==> src/tx_pipe_pkg.sv <==
package tx_pipe_pkg;

    localparam int lane_count = 8;
    localparam int lane_sel_w = $clog2(lane_count);

    typedef logic [7:0]              octet_t;
    typedef logic [15:0]             len_t;
    // lane 0 in bits 7:0 goes out first
    typedef logic [lane_count*8-1:0] data_word_t;

    typedef struct packed {
        len_t body_len;
        logic fcs_append;
    } tx_desc_t;

    typedef enum logic [2:0] {
        src_preamble,
        src_sfd,
        src_pause,
        src_data,
        src_fcs
    } byte_src_t;

    // one command per cycle from the scheduler
    typedef struct packed {
        logic      valid;
        byte_src_t src;
        len_t      index;
        logic      last_body;
        logic      zero_quanta;
    } tx_cmd_t;

    typedef struct packed {
        logic       valid;
        octet_t     data;
        logic       in_crc;
        logic       fcs_slot;
        logic [1:0] fcs_index;
        logic       frame_start;
    } tx_beat_t;

    typedef struct packed {
        octet_t txd;
        logic   tx_en;
    } gmii_out_t;

endpackage

==> src/eth_frame_pkg.sv <==
package eth_frame_pkg;

    // preamble and start of frame delimiter
    localparam logic [7:0]  preamble_byte = 8'h55;
    localparam logic [7:0]  sfd_byte      = 8'hd5;
    localparam logic [15:0] preamble_len  = 16'd7;

    // MAC control pause frame
    localparam logic [47:0] pause_dest_addr   = 48'h0180_c200_0001;
    localparam logic [31:0] pause_type_opcode = 32'h8808_0001;

    // dest, source, type/opcode and quanta octets
    localparam int          pause_hdr_len     = 18;

    // pause frames are padded up to this body length
    localparam logic [15:0] min_body_len      = 16'd60;

    localparam logic [15:0] fcs_len = 16'd4;

    // reflected CRC-32, final value complemented
    localparam logic [31:0] crc_poly_reflected = 32'hedb8_8320;
    localparam logic [31:0] crc_init           = 32'hffff_ffff;

endpackage
==> src/gmii_tx.sv <==
`timescale 1ns/1ns

module gmii_tx (
    input  logic                    tx_clk,
    input  logic                    rst_n,
    input  logic                    desc_valid,
    input  tx_pipe_pkg::tx_desc_t   desc,
    output logic                    desc_pop,
    input  tx_pipe_pkg::data_word_t data_word,
    output logic                    data_pop,
    input  logic                    tx_stop,
    input  logic                    pause_req,
    input  logic                    pause_zero_req,
    input  logic [47:0]             mac_addr,
    input  logic [15:0]             pause_quanta,
    input  tx_pipe_pkg::len_t       ipg_len,
    output tx_pipe_pkg::gmii_out_t  gmii,
    output logic                    tx_idle,
    output logic                    pause_sent
);
    import tx_pipe_pkg::*;

    tx_cmd_t  cmd;
    tx_beat_t beat;

    // scheduler, byte generator, then crc and gmii register
    tx_frame_ctrl frame_ctrl_i (
        .tx_clk         (tx_clk),
        .rst_n          (rst_n),
        .desc_valid     (desc_valid),
        .desc           (desc),
        .tx_stop        (tx_stop),
        .pause_req      (pause_req),
        .pause_zero_req (pause_zero_req),
        .ipg_len        (ipg_len),
        .desc_pop       (desc_pop),
        .tx_idle        (tx_idle),
        .pause_sent     (pause_sent),
        .cmd            (cmd)
    );

    tx_byte_gen byte_gen_i (
        .tx_clk       (tx_clk),
        .rst_n        (rst_n),
        .cmd          (cmd),
        .data_word    (data_word),
        .mac_addr     (mac_addr),
        .pause_quanta (pause_quanta),
        .beat         (beat),
        .data_pop     (data_pop)
    );

    tx_fcs_insert fcs_insert_i (
        .tx_clk (tx_clk),
        .rst_n  (rst_n),
        .beat   (beat),
        .gmii   (gmii)
    );

endmodule

==> src/tx_fcs_insert.sv <==
`timescale 1ns/1ns

module tx_fcs_insert (
    input  logic                   tx_clk,
    input  logic                   rst_n,
    input  tx_pipe_pkg::tx_beat_t  beat,
    output tx_pipe_pkg::gmii_out_t gmii
);
    import eth_frame_pkg::*;
    import tx_pipe_pkg::*;

    logic [31:0] crc;
    logic [31:0] crc_fcs;
    octet_t      out_byte;

    // one byte of the reflected CRC, lsb first
    function automatic logic [31:0] crc_step(input logic [31:0] c, input octet_t d);
        logic [31:0] r;
        r = c ^ {24'h0, d};
        for (int i = 0; i < 8; i++) begin
            r = r[0] ? ((r >> 1) ^ crc_poly_reflected) : (r >> 1);
        end
        return r;
    endfunction

    assign crc_fcs = ~crc;

    // fcs slots take the complemented crc, low byte first
    assign out_byte = beat.fcs_slot ? crc_fcs[8*beat.fcs_index +: 8] : beat.data;

    always_ff @(posedge tx_clk or negedge rst_n) begin
        if (!rst_n) begin
            crc <= crc_init;
        end else if (beat.valid && beat.frame_start) begin
            crc <= crc_init;
        end else if (beat.valid && beat.in_crc) begin
            crc <= crc_step(crc, beat.data);
        end
    end

    always_ff @(posedge tx_clk or negedge rst_n) begin
        if (!rst_n) begin
            gmii <= '0;
        end else begin
            gmii.txd   <= out_byte;
            gmii.tx_en <= beat.valid;
        end
    end

endmodule

==> src/tx_byte_gen.sv <==
`timescale 1ns/1ns

module tx_byte_gen (
    input  logic                    tx_clk,
    input  logic                    rst_n,
    input  tx_pipe_pkg::tx_cmd_t    cmd,
    input  tx_pipe_pkg::data_word_t data_word,
    input  logic [47:0]             mac_addr,
    input  logic [15:0]             pause_quanta,
    output tx_pipe_pkg::tx_beat_t   beat,
    output logic                    data_pop
);
    import eth_frame_pkg::*;
    import tx_pipe_pkg::*;

    logic [pause_hdr_len*8-1:0] pause_hdr;
    logic [lane_sel_w-1:0]      lane;
    octet_t                     pause_byte;
    octet_t                     data_byte;
    octet_t                     next_byte;
    logic                       is_body;

    assign lane = cmd.index[lane_sel_w-1:0];

    // pause header, first octet in the top byte
    assign pause_hdr = {pause_dest_addr, mac_addr, pause_type_opcode,
                        cmd.zero_quanta ? 16'h0000 : pause_quanta};

    assign data_byte = data_word[8*lane +: 8];
    assign is_body   = (cmd.src == src_pause) || (cmd.src == src_data);

    always_comb begin
        pause_byte = 8'h00;
        // everything past the header is padding
        if (cmd.index < pause_hdr_len) begin
            pause_byte = pause_hdr[8*(pause_hdr_len - 1 - int'(cmd.index)) +: 8];
        end
    end

    always_comb begin
        case (cmd.src)
            src_preamble: next_byte = preamble_byte;
            src_sfd:      next_byte = sfd_byte;
            src_pause:    next_byte = pause_byte;
            src_data:     next_byte = data_byte;
            default:      next_byte = 8'h00;
        endcase
    end

    // word is used up after lane 7 or the last body byte
    // two pops in a row when the last byte directly follows lane 7
    assign data_pop = cmd.valid && (cmd.src == src_data) && (cmd.last_body || (&lane));

    always_ff @(posedge tx_clk or negedge rst_n) begin
        if (!rst_n) begin
            beat <= '0;
        end else begin
            beat.valid       <= cmd.valid;
            beat.data        <= cmd.valid ? next_byte : 8'h00;
            beat.in_crc      <= cmd.valid && is_body;
            beat.fcs_slot    <= cmd.valid && (cmd.src == src_fcs);
            beat.fcs_index   <= cmd.index[1:0];
            beat.frame_start <= cmd.valid && (cmd.src == src_preamble) && (cmd.index == '0);
        end
    end

endmodule

==> src/tx_frame_ctrl.sv <==
`timescale 1ns/1ns

module tx_frame_ctrl (
    input  logic                  tx_clk,
    input  logic                  rst_n,
    input  logic                  desc_valid,
    input  tx_pipe_pkg::tx_desc_t desc,
    input  logic                  tx_stop,
    input  logic                  pause_req,
    input  logic                  pause_zero_req,
    input  tx_pipe_pkg::len_t     ipg_len,
    output logic                  desc_pop,
    output logic                  tx_idle,
    output logic                  pause_sent,
    output tx_pipe_pkg::tx_cmd_t  cmd
);
    import eth_frame_pkg::*;
    import tx_pipe_pkg::*;

    typedef enum logic [2:0] {
        st_idle,
        st_preamble,
        st_body,
        st_fcs,
        st_gap
    } state_t;

    state_t state;
    state_t gap_next;
    len_t   cnt;
    len_t   body_len;
    logic   fcs_on;
    logic   is_pause;
    logic   zero_q;
    logic   pend_pause;
    logic   pend_zero;
    logic   start_pause;
    logic   start_zero;
    logic   body_last;

    // priority: pause, then zero pause, then data
    assign tx_idle     = (state == st_idle);
    assign start_pause = tx_idle && pend_pause;
    assign start_zero  = tx_idle && !pend_pause && pend_zero;
    assign desc_pop    = tx_idle && !pend_pause && !pend_zero && desc_valid && !tx_stop;
    assign body_last   = (cnt == body_len - 16'd1);
    assign gap_next    = (ipg_len == '0) ? st_idle : st_gap;

    always_ff @(posedge tx_clk or negedge rst_n) begin
        if (!rst_n) begin
            pend_pause <= 1'b0;
            pend_zero  <= 1'b0;
        end else begin
            pend_pause <= pause_req | (pend_pause & ~start_pause);
            pend_zero  <= pause_zero_req | (pend_zero & ~start_zero);
        end
    end

    always_ff @(posedge tx_clk or negedge rst_n) begin
        if (!rst_n) begin
            state      <= st_idle;
            cnt        <= '0;
            body_len   <= '0;
            fcs_on     <= 1'b0;
            is_pause   <= 1'b0;
            zero_q     <= 1'b0;
            cmd        <= '0;
            pause_sent <= 1'b0;
        end else begin
            cmd        <= '0;
            pause_sent <= 1'b0;
            case (state)
                st_idle: begin
                    cnt <= '0;
                    if (start_pause || start_zero) begin
                        state    <= st_preamble;
                        body_len <= min_body_len;
                        fcs_on   <= 1'b1;
                        is_pause <= 1'b1;
                        zero_q   <= start_zero;
                    end else if (desc_pop) begin
                        state    <= st_preamble;
                        body_len <= desc.body_len;
                        fcs_on   <= desc.fcs_append;
                        is_pause <= 1'b0;
                        zero_q   <= 1'b0;
                    end
                end
                st_preamble: begin
                    cmd.valid <= 1'b1;
                    cmd.index <= cnt;
                    // count 7 is the sfd
                    if (cnt == preamble_len) begin
                        cmd.src <= src_sfd;
                        cnt     <= '0;
                        state   <= st_body;
                    end else begin
                        cmd.src <= src_preamble;
                        cnt     <= cnt + 16'd1;
                    end
                end
                st_body: begin
                    cmd.valid       <= 1'b1;
                    cmd.src         <= is_pause ? src_pause : src_data;
                    cmd.index       <= cnt;
                    cmd.last_body   <= body_last;
                    cmd.zero_quanta <= zero_q;
                    if (body_last) begin
                        pause_sent <= is_pause;
                        cnt        <= '0;
                        state      <= fcs_on ? st_fcs : gap_next;
                    end else begin
                        cnt <= cnt + 16'd1;
                    end
                end
                st_fcs: begin
                    cmd.valid <= 1'b1;
                    cmd.src   <= src_fcs;
                    cmd.index <= cnt;
                    if (cnt == fcs_len - 16'd1) begin
                        cnt   <= '0;
                        state <= gap_next;
                    end else begin
                        cnt <= cnt + 16'd1;
                    end
                end
                st_gap: begin
                    if (cnt + 16'd1 >= ipg_len) begin
                        cnt   <= '0;
                        state <= st_idle;
                    end else begin
                        cnt <= cnt + 16'd1;
                    end
                end
                default: begin
                    state <= st_idle;
                end
            endcase
        end
    end

endmodule

==> config.mk <==
export PLATFORM = sky130hd
export DESIGN_NAME = gmii_tx
export DESIGN_NICKNAME = d
export VERILOG_FILES = /design/src/tx_pipe_pkg.sv /design/src/eth_frame_pkg.sv /design/src/gmii_tx.sv /design/src/tx_fcs_insert.sv /design/src/tx_byte_gen.sv /design/src/tx_frame_ctrl.sv
export SDC_FILE = /design/constraint.sdc
export NUM_CORES = 1
export LEC_CHECK = 0
export ABC_AREA = 1
export BUFFER_PORTS_ARGS = -buffer_cell sky130_fd_sc_hd__buf_2
export CELL_PAD_IN_SITES_DETAIL_PLACEMENT = 1
export CELL_PAD_IN_SITES_GLOBAL_PLACEMENT = 1
export CORE_MARGIN = 1.5
export CORE_UTILIZATION = 43
export CTS_CLUSTER_DIAMETER = 30
export DETAILED_ROUTE_END_ITERATION = 8
export PLACE_DENSITY_LB_ADDON = 0.1
export SLEW_MARGIN = 20
export SYNTH_ARGS = -nofsm -noshare
export SYNTH_HDL_FRONTEND = slang
export SYNTH_HIERARCHICAL = 1
export SYNTH_SLANG_ARGS = --single-unit
==> constraint.sdc <==
create_clock -name tx_clk -period 7.4 [get_ports tx_clk]
set_input_delay 1.48 -clock tx_clk [delete_from_list [all_inputs] [get_ports tx_clk]]
set_output_delay 1.48 -clock tx_clk [all_outputs]
set_load 0.02 [all_outputs]
---- After elaboration in Yosys (flattened, before gate mapping) ----
Index checks and enable logic that the tools add are counted.
storage, ports and cells
  bits in registers ....................... 118
  latch bits .............................. 0
  RAM bits ................................ 0
  bits in read-only memories .............. 0
  input port bits ......................... 167
  output and inout port bits .............. 13
  word-level logic and storage cells ...... 135
  memories kept ........................... 0
cells by class
  add/sub/neg operators ................... 3
  $mul .................................... 0
  divide/modulo/power cells ............... 0
  order comparisons ....................... 2
  equal/unequal tests ..................... 16
  shifts and indexed selects .............. 3
  mux-type cells .......................... 42
  bitwise logic cells ..................... 16
  reduce and logical (&&, ||, !) cells .... 30
operators by type and width
  kind                   number
  $mux 32                10
  $shiftx 144x32->8      1
  $mux 16                7
  $not 13->14            8
  $pmux 16 s5            1
  $shiftx 64x7->8        1
  $pmux 20 s3            1
  $logic_not 16->1       2
  $not 32->32            1
  $pmux 8 s4             1
  $shiftx 32x6->8        1
  $xor 32x8->32          1
  $mux 3                 8
  $mux 8                 3
  $sub 5x16->17 const A  1
  $add 16x1->16 const B  1
  $eq 16x16->1           1
  $eq 16x2->1 const B    1
  $eq 16x3->1 const B    1
  $ge 16x16->1           1
  $lt 16x5->1 const B    1
  $sub 16x1->16 const B  1
  $pmux 3 s5             1
  $logic_and 1x1->1      14
  other kinds (18)       43

---- Logic depth before layout (Yosys ltp) ----
Gate-level depths: netlist (run 1).
  depth in word-level cells ............... 19
  depth in mapped cells ................... 22
  mapped depth without buffers ............ 21

---- Hierarchy ----
Netlist (run 1), hierarchy kept.
modules (own cells, without submodules)
  module         times used  cells each  area each (um2)  seq. area each (um2)
  tx_frame_ctrl  1           553         4105.2           1576.5
  tx_fcs_insert  1           435         2935.3           1066.0
  tx_byte_gen    1           372         2072.0           350.3

---- Worst setup path before layout (run 1) ----
OpenSTA, ideal clock, no wires.
  kind .................................... input-to-output
  from .................................... input desc_valid
  to ...................................... output desc_pop
  arrival ................................. 2.349 ns
  data required time ...................... 5.920 ns
  path slack .............................. 3.571 ns
  stages .................................. 6
  buffers on the path ..................... 2
  path through ............................ inv_1 -> nor2_1 -> inv_1 -> nor4_1 -> buf_2 -> buf_2
on the way
  word-level cells in the longest chain between the ends .. 2
ends and longest elaborated chain
  what                             line                 text
  start, declared                  gmii_tx.sv:6         input logic desc_valid,
  $logic_and 1x1->1 (2 in series)  tx_frame_ctrl.sv:45  assign desc_pop = tx_idle && !pend_pause && !pend_zero && desc_valid && !tx_stop;
  end, declared                    gmii_tx.sv:8         output logic desc_pop,
Every way passes these cells.

---- Worst setup path after layout (run 1) ----
  from .................................... input tx_stop
  to ...................................... output desc_pop
on the way
  word-level cells in the longest chain between the ends .. 2
ends and longest elaborated chain
  what               line                 text
  start, declared    gmii_tx.sv:11        input logic tx_stop,
  $logic_not 1->1    tx_frame_ctrl.sv:45
  $logic_and 1x1->1  tx_frame_ctrl.sv:45
Every way passes these cells.

==> results of run 1 <==
## Yosys cell counts, types with 2 or more instances
| cell | instances | area, um^2 |
|---|---|---|
| a21boi_0 | 2 | 15.0 |
| a21oi_1 | 57 | 285 |
| a22o_1 | 2 | 17.5 |
| a31oi_1 | 10 | 62.6 |
| buf_2 | 11 | 55.1 |
| buf_4 | 3 | 22.5 |
| buf_6 | 3 | 33.8 |
| clkbuf_1 | 17 | 63.8 |
| clkinv_1 | 2 | 7.51 |
| dfrtp_1 | 86 | 2150 |
| dfstp_2 | 32 | 841 |
| ha_1 | 19 | 238 |
| inv_1 | 192 | 721 |
| inv_2 | 5 | 18.8 |
| nand2_1 | 400 | 1500 |
| nand2_2 | 12 | 75.1 |
| nand2_4 | 10 | 113 |
| nand3_1 | 104 | 521 |
| nand3_2 | 13 | 130 |
| nand3b_1 | 4 | 30.0 |
| nand4_1 | 20 | 125 |
| nor2_1 | 126 | 473 |
| nor2_2 | 9 | 56.3 |
| nor2_4 | 2 | 22.5 |
| nor2_8 | 2 | 40.0 |
| nor3_1 | 8 | 40.0 |
| nor3b_1 | 2 | 15.0 |
| nor4_1 | 8 | 50.1 |
| o211ai_1 | 8 | 60.1 |
| o21ai_0 | 84 | 420 |
| o21ai_1 | 2 | 10.0 |
| o221ai_1 | 9 | 78.8 |
| o22ai_1 | 20 | 125 |
| or2_2 | 2 | 12.5 |
| xnor2_1 | 16 | 140 |
| xor2_1 | 41 | 359 |
| xor2_2 | 3 | 48.8 |
## routing by layer
layer / part of all wire [%] / track usage [%]
met4: 2.9 / 10.7
met3: 2.8 / 3.80
met5: 0 / 0
met2: 51 / 52.6
met1: 43 / 34.8
## power groups by stage
| stage | combinational, mW | clock (mW) | sequential, mW |
|---|---|---|---|
| global route | 2.53 | 0.822 | 1.04 |
| floorplan | 1.65 | 0 | 0.983 |
| CTS | 2.25 | 0.794 | 1.02 |
| global placement | 2.15 | 0 | 1.02 |
| detailed placement | 2.21 | 0 | 1.03 |
| finish | 2.27 | 0.781 | 1.02 |
## cell families after synthesis
group | count (synthesis) | share of synthesized area (%)
AO/OA/AOI/OAI | 201 | 12.4
XOR/XNOR | 61 | 6.19
adder cells (fa/ha/maj) | 19 | 2.61
buffers and inverters | 236 | 10.4
flip-flops | 118 | 32.8
AND/OR/NAND/NOR | 725 | 35.5
## worst max-delay path, stage by stage
cell,delay (ns)
buf_2,0.09
nor2_1,0.09
inv_1,0.07
nor4_2,0.26
buf_4,0.29
buf_2,0.20
## path summary, 6_finish.rpt
path                                            startpoint                          endpoint  slack (ns)  depth (start not counted)
max                                                tx_stop                          desc_pop        3.43                          6
min                         frame_ctrl_i/cmd[21]$_DFF_PN0_     byte_gen_i/beat[13]$_DFF_PN0_        0.38                          0
max reg2reg                frame_ctrl_i/cnt[0]$_DFFE_PN0P_  frame_ctrl_i/cnt[14]$_DFFE_PN0P_        3.61                         21
min reg2reg                 frame_ctrl_i/cmd[21]$_DFF_PN0_     byte_gen_i/beat[13]$_DFF_PN0_        0.38                          0
max in group asynchronous                            rst_n   frame_ctrl_i/cnt[2]$_DFFE_PN0P_        5.05                          2
min in group asynchronous                            rst_n    fcs_insert_i/gmii[3]$_DFF_PN0_        1.13                          1
## layout by cell type (no fill, tap or decap), drive strengths merged
cell      synthesis  layout
a21boi            3       3
a21o              1       1
a21oi            57      57
a22o              2       2
a22oi             1       1
a31oi            10      10
a41oi             1       1
buf              19     185
bufinv            0       1
clkbuf           17      18
clkinv            2      10
clkinvlp          0       3
dfrtp            86      86
dfstp            32      32
diode             0       1
ha               19      19
inv             198     200
nand2           422     422
nand2b            1       1
nand3           117     117
nand3b            4       4
nand4            21      21
nor2            139     139
nor3              9       9
nor3b             2       2
nor4              8       8
o211a             1       1
o211ai            8       8
o21a              1       1
o21ai            86      86
o21bai            1       1
o221ai            9       9
o22ai            20      20
or2               2       2
xnor2            17      17
xor2             44      44
## sequential cells by signal, summed over array words and instances, names as in the netlist
register / count
frame_ctrl_i/is_pause: 1
frame_ctrl_i/state: 3
frame_ctrl_i/pause_sent: 1
frame_ctrl_i/pend_pause: 1
frame_ctrl_i/body_len: 16
byte_gen_i/beat: 14
frame_ctrl_i/pend_zero: 1
frame_ctrl_i/zero_q: 1
fcs_insert_i/gmii: 9
frame_ctrl_i/cmd: 22
frame_ctrl_i/fcs_on: 1
fcs_insert_i/crc: 32
frame_ctrl_i/cnt: 16
## area by class of cell
class | count | area, um^2
Antenna cell | 1 | 2.50
Clock buffer | 18 | 429
Clock inverter | 14 | 129
Fill cell | 2841 | 10100
Inverter | 200 | 753
Multi-Input combinational cell | 1006 | 5180
Sequential cell | 118 | 2990
Tap cell | 275 | 344
Timing Repair Buffer | 185 | 943
## metrics by stage
step | util (%) | area (um^2)
finish | 51.6 | 10800
global route | 51.6 | 10800
detailed placement | 48.9 | 10200
floorplan | - | 9110
CTS | 51.6 | 10800
global placement | 48.9 | 10200
==> flow_metrics.env, run 1 <==
export IMPL_worstSetupPathType="in -> out"
export IMPL_p_per_area_nw_per_um2=377
export IMPL_crit_required_ns=5.92
export IMPL_overflow=0
export IMPL_nNetsFinal=1714
export IMPL_viasPerCell=5.27
export IMPL_place_gp_congestion=0.868
export IMPL_layout_drive_gt1_share_pct=20.2
export IMPL_stdcell_count=1817
export IMPL_pre_cts_slack_ns=3.50
export IMPL_numPortBuffers=179
export IMPL_io_pins=180
export IMPL_cts_sinks=118
export IMPL_coreArea_um2=20900
export IMPL_globalRouteTotalUtil_pct=29.0
export IMPL_synth_nets=1546
export IMPL_ant_nets=0
export IMPL_worstSetupEndpointType="output port"
export IMPL_grt_max_degree=61
export IMPL_worst_pin_slew_ns=1.04
export IMPL_hold_slack_ns=0.377
export IMPL_wire_per_inst_um=17.2
export IMPL_p_sw_mw=2.07
export IMPL_postCtsSetupBuffers=0
export IMPL_ys_flop_type="dfrtp_1"
export IMPL_rsz0062_at_grt="false"
export IMPL_dieArea_um2=22100
export IMPL_ys_seq_area_share_pct=32.8
export IMPL_synth_area_um2=9110
export IMPL_slew_headroom_pct=29.9
export IMPL_drc=0
export IMPL_postSynthAreaPerCell_um2=6.70
export IMPL_dieHeight_um=149
export IMPL_rows=53
export IMPL_drv_cap=0
export IMPL_synth_seq_cells=118
export IMPL_clock_fmax_mhz=252
export IMPL_cp_start_kind="primary input"
export IMPL_crit_arrival_ns=2.49
export IMPL_cp_max_fo=20
export IMPL_clkPwrFrac_pct=19.2
export IMPL_yosys_warnings=6
export IMPL_cts_resized=0
export IMPL_setup_ws_ns=3.43
export IMPL_htree_levels=4
export IMPL_antenna_found_initial=1
export IMPL_fin_crit_ns=3.97
export IMPL_grt_pass1_wl_um=50400
export IMPL_hp_class="reg -> reg"
export IMPL_placedCellCount=1784
export IMPL_comb_power_share_pct=55.7
export IMPL_area_growth_pct=18.2
export IMPL_slew_violations=0
export IMPL_p_seq_share_pct=25.1
export IMPL_power_mw=4.07
export IMPL_routed_wl_um=31200
export IMPL_grt_pass1_vias=10000
export IMPL_hold_viol_final=0
export IMPL_synth_edf_count=0
export IMPL_swShare_pct=50.9
export IMPL_die_width_um=149
export IMPL_fin_skew_ns=0.0115
export IMPL_status="finished, final reports clean"
export IMPL_cts_tree="done"
export IMPL_cts_root_buf="clkbuf_16"
export IMPL_synth_cell_types=51
export IMPL_timing_final_crit_share_pct=53.6
export IMPL_cts_buffers=17
export IMPL_drt_initial_drc_count=435
export IMPL_synthCells=1360
export IMPL_ctsHoldBuffers=0
export IMPL_clk_path_buf_depth=2
export IMPL_setup_viol=0
export IMPL_insertion_delay_ns=0.43
export IMPL_power_leakage_nw=5.77
export IMPL_start_util_pct=43.6
export IMPL_clk_pin_slew_ns=0.06
export IMPL_internal_power_mw=2.00
export IMPL_routed_via_count=9582
export IMPL_vdd_drop_max_v=0.000167
export IMPL_first_pass_iters=5
export IMPL_tns_ns=0
export IMPL_async_flop_share_pct=100
export IMPL_place_hpwl_um=23700
Power figures use the tool's default switching activity.
==> run 2: changes to the inputs <==
Settings changed: ABC_AREA 1 to 0, CORE_UTILIZATION 43 to 39.
Clock period 7.4 ns to 3.24 ns, I/O delays scaled along.
==> run 2 against run 1 <==
Net effect: the flow now finishes with violations (setup timing); worst hold slack worse by 0.25 ns; utilization is 1.3 points lower; sequential power rose by 45%; register-to-register slack got worse by 3.6 ns; combinational power is 91% lower; clock power grew 140%; clock skew about the same; critical path depth is 8 higher; die area is 1.6% higher; non-clock buffer count up 45; final area decreased by 1.5%; synthesized cell count shrank 40%; largest power group is now the clock network.
==> flow_metrics.env, run 2 <==
export IMPL_clk_pin_slew_ns=0.06
export IMPL_dr_max_layer_used="met4"
export IMPL_overflow=0
export IMPL_worst_pin_slew_ns=0.764
export IMPL_cpMaxStageDelayCell="dfrtp_1"
export IMPL_post_route_util_pct=50.3
export IMPL_worstSetupPathType="reg -> reg"
export IMPL_swShare_pct=21.4
export IMPL_ys_seq_area_share_pct=35.6
export IMPL_rows=53
export IMPL_final_area_um2=10600
export IMPL_synth_top_cell_area_share_pct=25.6
export IMPL_clkPwrFrac_pct=53.1
export IMPL_hold_viol_final=0
export IMPL_globalRouteTotalUtil_pct=23.6
export IMPL_fin_crit_ns=3.25
export IMPL_place_gp_congestion=0.812
export IMPL_cp_start_kind="register"
export IMPL_power_mw=3.57
export IMPL_yosys_warnings=6
export IMPL_path_common_cell="or2_4"
export IMPL_drv_cap=0
export IMPL_clock_fmax_mhz=308
export IMPL_cts_sinks=118
export IMPL_cts_tree="done"
export IMPL_stdcell_count=1312
export IMPL_nNetsFinal=1210
export IMPL_ctsHoldBuffers=0
export IMPL_wl_met2_um=13400
export IMPL_layout_drive_gt1_share_pct=38.6
export IMPL_first_pass_iters=5
export IMPL_placed_area_um2=9790
export IMPL_antenna_found_initial=0
export IMPL_pre_cts_slack_ns=-0.0988
export IMPL_dieHeight_um=150
export IMPL_ys_flop_type="dfrtp_1"
export IMPL_cts_root_buf="clkbuf_16"
export IMPL_fin_skew_ns=0.0117
export IMPL_coreArea_um2=21100
export IMPL_numPortBuffers=179
export IMPL_async_flop_share_pct=100
export IMPL_wire_per_inst_um=19.8
export IMPL_rsz0062_at_grt="true"
export IMPL_layout_commonest_cell="buf_2"
export IMPL_cp_max_fo=5
export IMPL_hp_class="in -> async"
export IMPL_grt_pass1_wl_um=40400
export IMPL_die_width_um=150
export IMPL_slowest_delay_ns=0.40
export IMPL_placedCellCount=1273
export IMPL_layout_common_cells="178 x buf_2, 84 x dfrtp_1, 66 x nor2_1, 61 x nand2_1, 57 x a21oi_1"
export IMPL_timing_final_crit_share_pct=100
export IMPL_top_regs="fcs_insert_i/crc: 32 flops, frame_ctrl_i/cmd: 22 flops"
export IMPL_violations="setup timing"
export IMPL_grt_max_degree=93
export IMPL_synth_seq_cells=118
export IMPL_synth_common_cells="86 x dfrtp_1, 71 x nor2_1, 61 x nand2_1"
export IMPL_slew_violations=0
export IMPL_routed_via_count=7205
export IMPL_status="finished with violations"
export IMPL_comb_power_share_pct=5.6
export IMPL_postSynthAreaPerCell_um2=10.2
export IMPL_worstSetupEndpointType="register"
export IMPL_p_seq_share_pct=41.3
export IMPL_io_pins=180
export IMPL_start_util_pct=39.8
export IMPL_drc=0
export IMPL_p_sw_mw=0.765
export IMPL_dieArea_um2=22400
export IMPL_area_growth_pct=26.3
export IMPL_p_per_area_nw_per_um2=337
export IMPL_viasPerCell=5.49
export IMPL_synthCells=822
export IMPL_synthTopCellsByArea="dfrtp_1 26%, dfstp_2 10%, mux4_2 7.5%"
export IMPL_crit_required_ns=3.54
export IMPL_place_hpwl_um=19600
export IMPL_synth_edf_count=0
export IMPL_top_register="fcs_insert_i/crc"
export IMPL_internal_power_mw=2.81
export IMPL_synth_area_um2=8400
export IMPL_power_leakage_nw=4.95
export IMPL_setup_ws_ns=-0.0118
export IMPL_drt_initial_drc_count=216
export IMPL_dr_wl_met3_um=941
export IMPL_synth_nets=1008
export IMPL_synth_cell_types=89
export IMPL_synth_largest_area_cell="dfrtp_1"
export IMPL_setup_viol=1
export IMPL_slew_headroom_pct=48.8
export IMPL_vdd_drop_max_v=0.000387
export IMPL_clk_path_buf_depth=2
export IMPL_cts_buffers=17
export IMPL_tns_ns=-0.0118
export IMPL_insertion_delay_ns=0.42
export IMPL_routed_wl_um=26000
export IMPL_htree_levels=4
export IMPL_ant_nets=0
export IMPL_synth_most_common_cell="dfrtp_1"
export IMPL_hold_slack_ns=0.132
export IMPL_path_cells="nand4_1 > nor3_2 > nand3_2 > and2_4 > or2_4 > ha_4 > a21o_1 > a21oi_1 > o22ai_2 > a211oi_2 > or2_4 > buf_4 > mux2i_2 > nand2_1"
export IMPL_grt_pass1_vias=7462
export IMPL_largest_reg_flops=32
export IMPL_crit_arrival_ns=3.55
export IMPL_met1Wirelength_um=11200
export IMPL_n_antenna_cell=0
==> run 2: layout make-up <==
| cell class | instances | area, um^2 |
|---|---|---|
| inverter | 35 | 131 |
| fill | 2425 | 10500 |
| tap | 275 | 344 |
| multi-input combinational | 622 | 5250 |
| sequential | 118 | 3000 |
| clock buffer | 22 | 454 |
| clock inverter | 10 | 130 |
| timing repair buffer | 230 | 1300 |
==> run 2: power by group through the flow <==
stage | clock network (mW) | logic, mW | registers (mW)
floorplan | 0 | 0.0513 | 1.50
global placement | 0 | 0.193 | 1.50
detailed placement | 0 | 0.196 | 1.50
CTS | 1.94 | 0.198 | 1.48
global route | 1.99 | 0.221 | 1.48
finish | 1.90 | 0.199 | 1.48
==> run 2: layer usage <==
| metal | GRT usage, % | up-vias |
|---|---|---|
| met5 | 0 | - |
| met4 | 8.09 | 0 |
| met3 | 3.69 | 38 |
| met2 | 40.8 | 155 |
| met1 | 30.0 | 3617 |
| li1 | - | 3395 |
==> run 2: timing repair <==
action	in CTS	in global routing
setup buffers	2	6
gates resized for setup	6	33
endpoints found under the setup margin	14	17
pin swaps	0	26
==> run 2: kinds of logic (layout without fill, tap and decap cells) <==
| logic type | count (synthesis) | in the layout | synth area share, % |
|---|---|---|---|
| buffers and inverters | 82 | 297 | 4.29 |
| DFF | 118 | 118 | 35.6 |
| xor gates and xnor gates | 97 | 97 | 15.2 |
| muxes | 51 | 51 | 10.6 |
| and+or+nand+nor | 275 | 275 | 17.4 |
| AOI/OAI and AO/OA | 180 | 180 | 14.2 |
| adders and majority gates | 19 | 19 | 2.83 |
==> run 2: critical path, delay by kind of cell (launching register included) <==
family                   cells  cell delay (ns)
flip-flops                   1             0.40
multiplexers                 1             0.21
AND/OR/NAND/NOR              7             1.37
buffers and inverters        1             0.12
adder cells (fa/ha/maj)      1             0.24
AO/OA/AOI/OAI                4             0.78
==> run 2: worst paths after layout <==
check | from | end | slack, ns | cells past startpoint
worst max-delay path | frame_ctrl_i/cnt[3]$_DFFE_PN0P_ | frame_ctrl_i/state[1]$_DFFE_PN0P_ | -0.01 | 14
max in group asynchronous | rst_n | frame_ctrl_i/cnt[0]$_DFFE_PN0P_ | 2.23 | 2
worst max register to register | frame_ctrl_i/cnt[3]$_DFFE_PN0P_ | frame_ctrl_i/state[1]$_DFFE_PN0P_ | -0.01 | 14
min in group tx_clk | byte_gen_i/beat[13]$_DFF_PN0_ | fcs_insert_i/gmii[0]$_DFF_PN0_ | 0.41 | 0
worst min register to register | byte_gen_i/beat[13]$_DFF_PN0_ | fcs_insert_i/gmii[0]$_DFF_PN0_ | 0.41 | 0
worst min-delay path | rst_n | fcs_insert_i/gmii[5]$_DFF_PN0_ | 0.13 | 1
==> run 3: changes to the inputs <==
Settings changed: CORE_UTILIZATION 39 to 38, SYNTH_HIERARCHICAL 1 to not set.
==> run 3 against run 2 <==
Net effect: the run now ends clean; non-clock buffer count stayed put; die area fell by 5.0%; area after synthesis is 7.6% lower; critical path type unchanged.
==> flow_metrics.env, run 3 <==
export IMPL_numPortBuffers=179
export IMPL_drc=0
export IMPL_postSynthAreaPerCell_um2=9.57
export IMPL_slew_headroom_pct=46.7
export IMPL_ctsHoldBuffers=0
export IMPL_rows=52
export IMPL_post_route_util_pct=49.3
export IMPL_fillers=2344
export IMPL_power_leakage_nw=4.36
export IMPL_clock_fmax_mhz=320
export IMPL_area_growth_pct=28.1
export IMPL_setup_ws_ns=0.114
export IMPL_rrSetupSlack_ns=0.11
export IMPL_timing_final_crit_share_pct=96.5
export IMPL_first_pass_iters=4
export IMPL_synth_edf_count=0
export IMPL_startpoint="frame_ctrl_i.cnt[7]$_DFFE_PN0P_"
export IMPL_hp_class="in -> async"
export IMPL_largest_reg_flops=32
export IMPL_grt_pass1_wl_um=38600
export IMPL_synth_cell_types=70
export IMPL_layout_commonest_cell="buf_2"
export IMPL_reg2reg_from="frame_ctrl_i.cnt[7]$_DFFE_PN0P_"
export IMPL_path_common_cell="nand4_1"
export IMPL_crit_required_ns=3.54
export IMPL_power_mw=3.72
export IMPL_dieArea_um2=21300
export IMPL_status="finished, final reports clean"
export IMPL_worstSetupEndpointType="register"
export IMPL_ys_flop_type="dfrtp_1"
export IMPL_timing_rr_end="frame_ctrl_i.cnt[6]$_DFFE_PN0P_"
export IMPL_synth_seq_cells=118
export IMPL_layout_common_cells="178 x buf_2, 85 x dfrtp_1, 65 x nor2_1, 64 x nand2_1"
export IMPL_hold_viol_final=0
export IMPL_stdcell_count=1295
export IMPL_vdd_drop_max_v=0.000298
export IMPL_clk_pin_slew_ns=0.06
export IMPL_clk_path_buf_depth=2
export IMPL_routed_via_count=6810
export IMPL_cp_depth=16
export IMPL_rsz0062_at_grt="true"
export IMPL_synthCells=811
export IMPL_synth_area_um2=7760
export IMPL_cp_max_fo=5
export IMPL_placedCellCount=1259
export IMPL_routed_wl_um=23800
export IMPL_start_util_pct=38.5
export IMPL_place_gp_congestion=0.793
export IMPL_globalRouteTotalUtil_pct=23.0
export IMPL_n_antenna_cell=0
export IMPL_top_regs="fcs_insert_i.crc: 32 flops, frame_ctrl_i.cmd: 22 flops"
export IMPL_overflow=0
export IMPL_dieHeight_um=146
export IMPL_wire_per_inst_um=18.3
export IMPL_fin_skew_ns=0.0118
export IMPL_worst_pin_slew_ns=0.799
export IMPL_insertion_delay_ns=0.42
export IMPL_place_hpwl_um=18000
export IMPL_fin_crit_ns=3.13
export IMPL_drv_cap=0
export IMPL_grt_pass1_vias=7195
export IMPL_cts_sinks=118
export IMPL_async_flop_share_pct=100
export IMPL_nNetsFinal=1198
export IMPL_setup_viol=0
export IMPL_slowest_delay_ns=0.38
export IMPL_htree_levels=4
export IMPL_io_pins=180
export IMPL_crit_end="frame_ctrl_i.cnt[6]$_DFFE_PN0P_"
export IMPL_coreArea_um2=20200
export IMPL_ant_nets=0
export IMPL_cts_buffers=17
export IMPL_cts_root_buf="clkbuf_16"
export IMPL_crit_arrival_ns=3.43
export IMPL_pre_cts_slack_ns=-0.107
export IMPL_cpMaxStageDelayCell="a211oi_4"
export IMPL_reg2reg_depth=16
export IMPL_cp_start_kind="register"
export IMPL_top_register="fcs_insert_i.crc"
export IMPL_regArea_um2=2990
export IMPL_critPathBufInv=3
export IMPL_antenna_found_initial=0
export IMPL_multi_input_area_um2=4480
export IMPL_worstSetupPathType="reg -> reg"
export IMPL_synth_most_common_cell="dfrtp_1"
export IMPL_die_width_um=146
export IMPL_synth_largest_area_cell="dfrtp_1"
export IMPL_slew_violations=0
export IMPL_cts_tree="done"
export IMPL_synth_common_cells="86 x dfrtp_1, 68 x nor2_1, 65 x xnor2_1"
export IMPL_synth_nets=997
export IMPL_yosys_warnings=0
export IMPL_tns_ns=0
export IMPL_layout_drive_gt1_share_pct=35.4
export IMPL_grt_max_degree=60
export IMPL_synthTopCellsByArea="dfrtp_1 28%, dfstp_2 11%, mux4_2 8.4%"
export IMPL_viasPerCell=5.26
export IMPL_path_cells="nand4_1 > nor2_2 > nand3_2 > nor3_4 > and3_1 > xnor2_1 > inv_1 > ha_1 > nand4_1 > nor2_1 > a211oi_2 > buf_4 > buf_12 > a211oi_4 > a21oi_2 > a21o_1"
export IMPL_cpLargestDelayFamily="simple AND/OR/NAND/NOR gates"
export IMPL_drt_initial_drc_count=269
export IMPL_ys_seq_area_share_pct=38.5
export IMPL_p_per_area_nw_per_um2=374
export IMPL_synth_top_cell_area_share_pct=27.7
==> run 3: area by class of cell <==
cell class,instances,area share [%]
clock buffers,21,4.73
multi-input cells,597,45.1
flip-flops and latches,118,30.1
repair buffers,230,13.2
clock inverters,11,1.72
inverters,48,1.81
well taps,270,3.40
==> run 3: repair_timing <==
action / in CTS / in global routing
gates resized for setup: 1 / 22
setup buffers: 0 / 3
hold endpoints to repair: 0 / 0
cloned: 1 / 0
endpoints found under the setup margin: 13 / 17
pin swaps: 1 / 2
==> run 3: power breakdown <==
group	internal, mW	leakage [nW]	switching (mW)
clock	1.35	0.298	0.692
sequential	1.48	1.28	0.0000000000000000321
combinational	0.116	2.79	0.0902
total	2.94	4.36	0.782
==> run 3: cells by family (layout without fill, tap and decap cells) <==
logic type / after synthesis / count (layout) / share of synthesized area [%]
AO/OA/AOI/OAI: 167 / 168 / 13.9
XOR/XNOR: 106 / 106 / 12.0
adder cells (fa/ha/maj): 19 / 19 / 3.06
buffers and inverters: 97 / 310 / 5.11
flip-flops: 118 / 118 / 38.5
multiplexers: 47 / 47 / 10.7
AND/OR/NAND/NOR: 257 / 257 / 16.6
==> run 3: worst min path at each step <==
stage,start,end,slack [ns],cells past startpoint
after floorplan,rst_n,byte_gen_i.beat[0]$_DFF_PN0_,0.35,0
after global placement,byte_gen_i.beat[13]$_DFF_PN0_,fcs_insert_i.gmii[0]$_DFF_PN0_,0.36,0
final,rst_n,fcs_insert_i.gmii[0]$_DFF_PN0_,0.32,1
after detailed placement,byte_gen_i.beat[13]$_DFF_PN0_,fcs_insert_i.gmii[0]$_DFF_PN0_,0.37,0
after CTS,rst_n,byte_gen_i.beat[6]$_DFF_PN0_,0.34,1
after global routing,rst_n,fcs_insert_i.gmii[0]$_DFF_PN0_,0.37,1
==> run 3: per-layer routing <==
layer | vias to the layer above | part of all wire, % | track usage [%]
met5 | - | 0 | 0
met4 | 0 | 1.8 | 6.12
met3 | 23 | 3.2 | 4.04
met2 | 143 | 51 | 40.5
met1 | 3391 | 44 | 29.2
li1 | 3253 | - | -
==> run 3: through the flow <==
step / area (um^2) / hold slack (ns)
after floorplan: 7760 / 0.349
after global placement: 9160 / 0.363
after detailed placement: 9160 / 0.369
after CTS: 9820 / 0.345
after global routing: 9940 / 0.369
final: 9940 / 0.320
==> run 3: worst reg2reg max path, delay by kind of cell, from the launching register on <==
kind / cells / cell delay, ns
simple gates: 7 / 1.15
xor+xnor: 1 / 0.14
compound gates: 4 / 0.68
fa+ha+maj: 1 / 0.29
buf+inv: 3 / 0.39
flops: 1 / 0.35
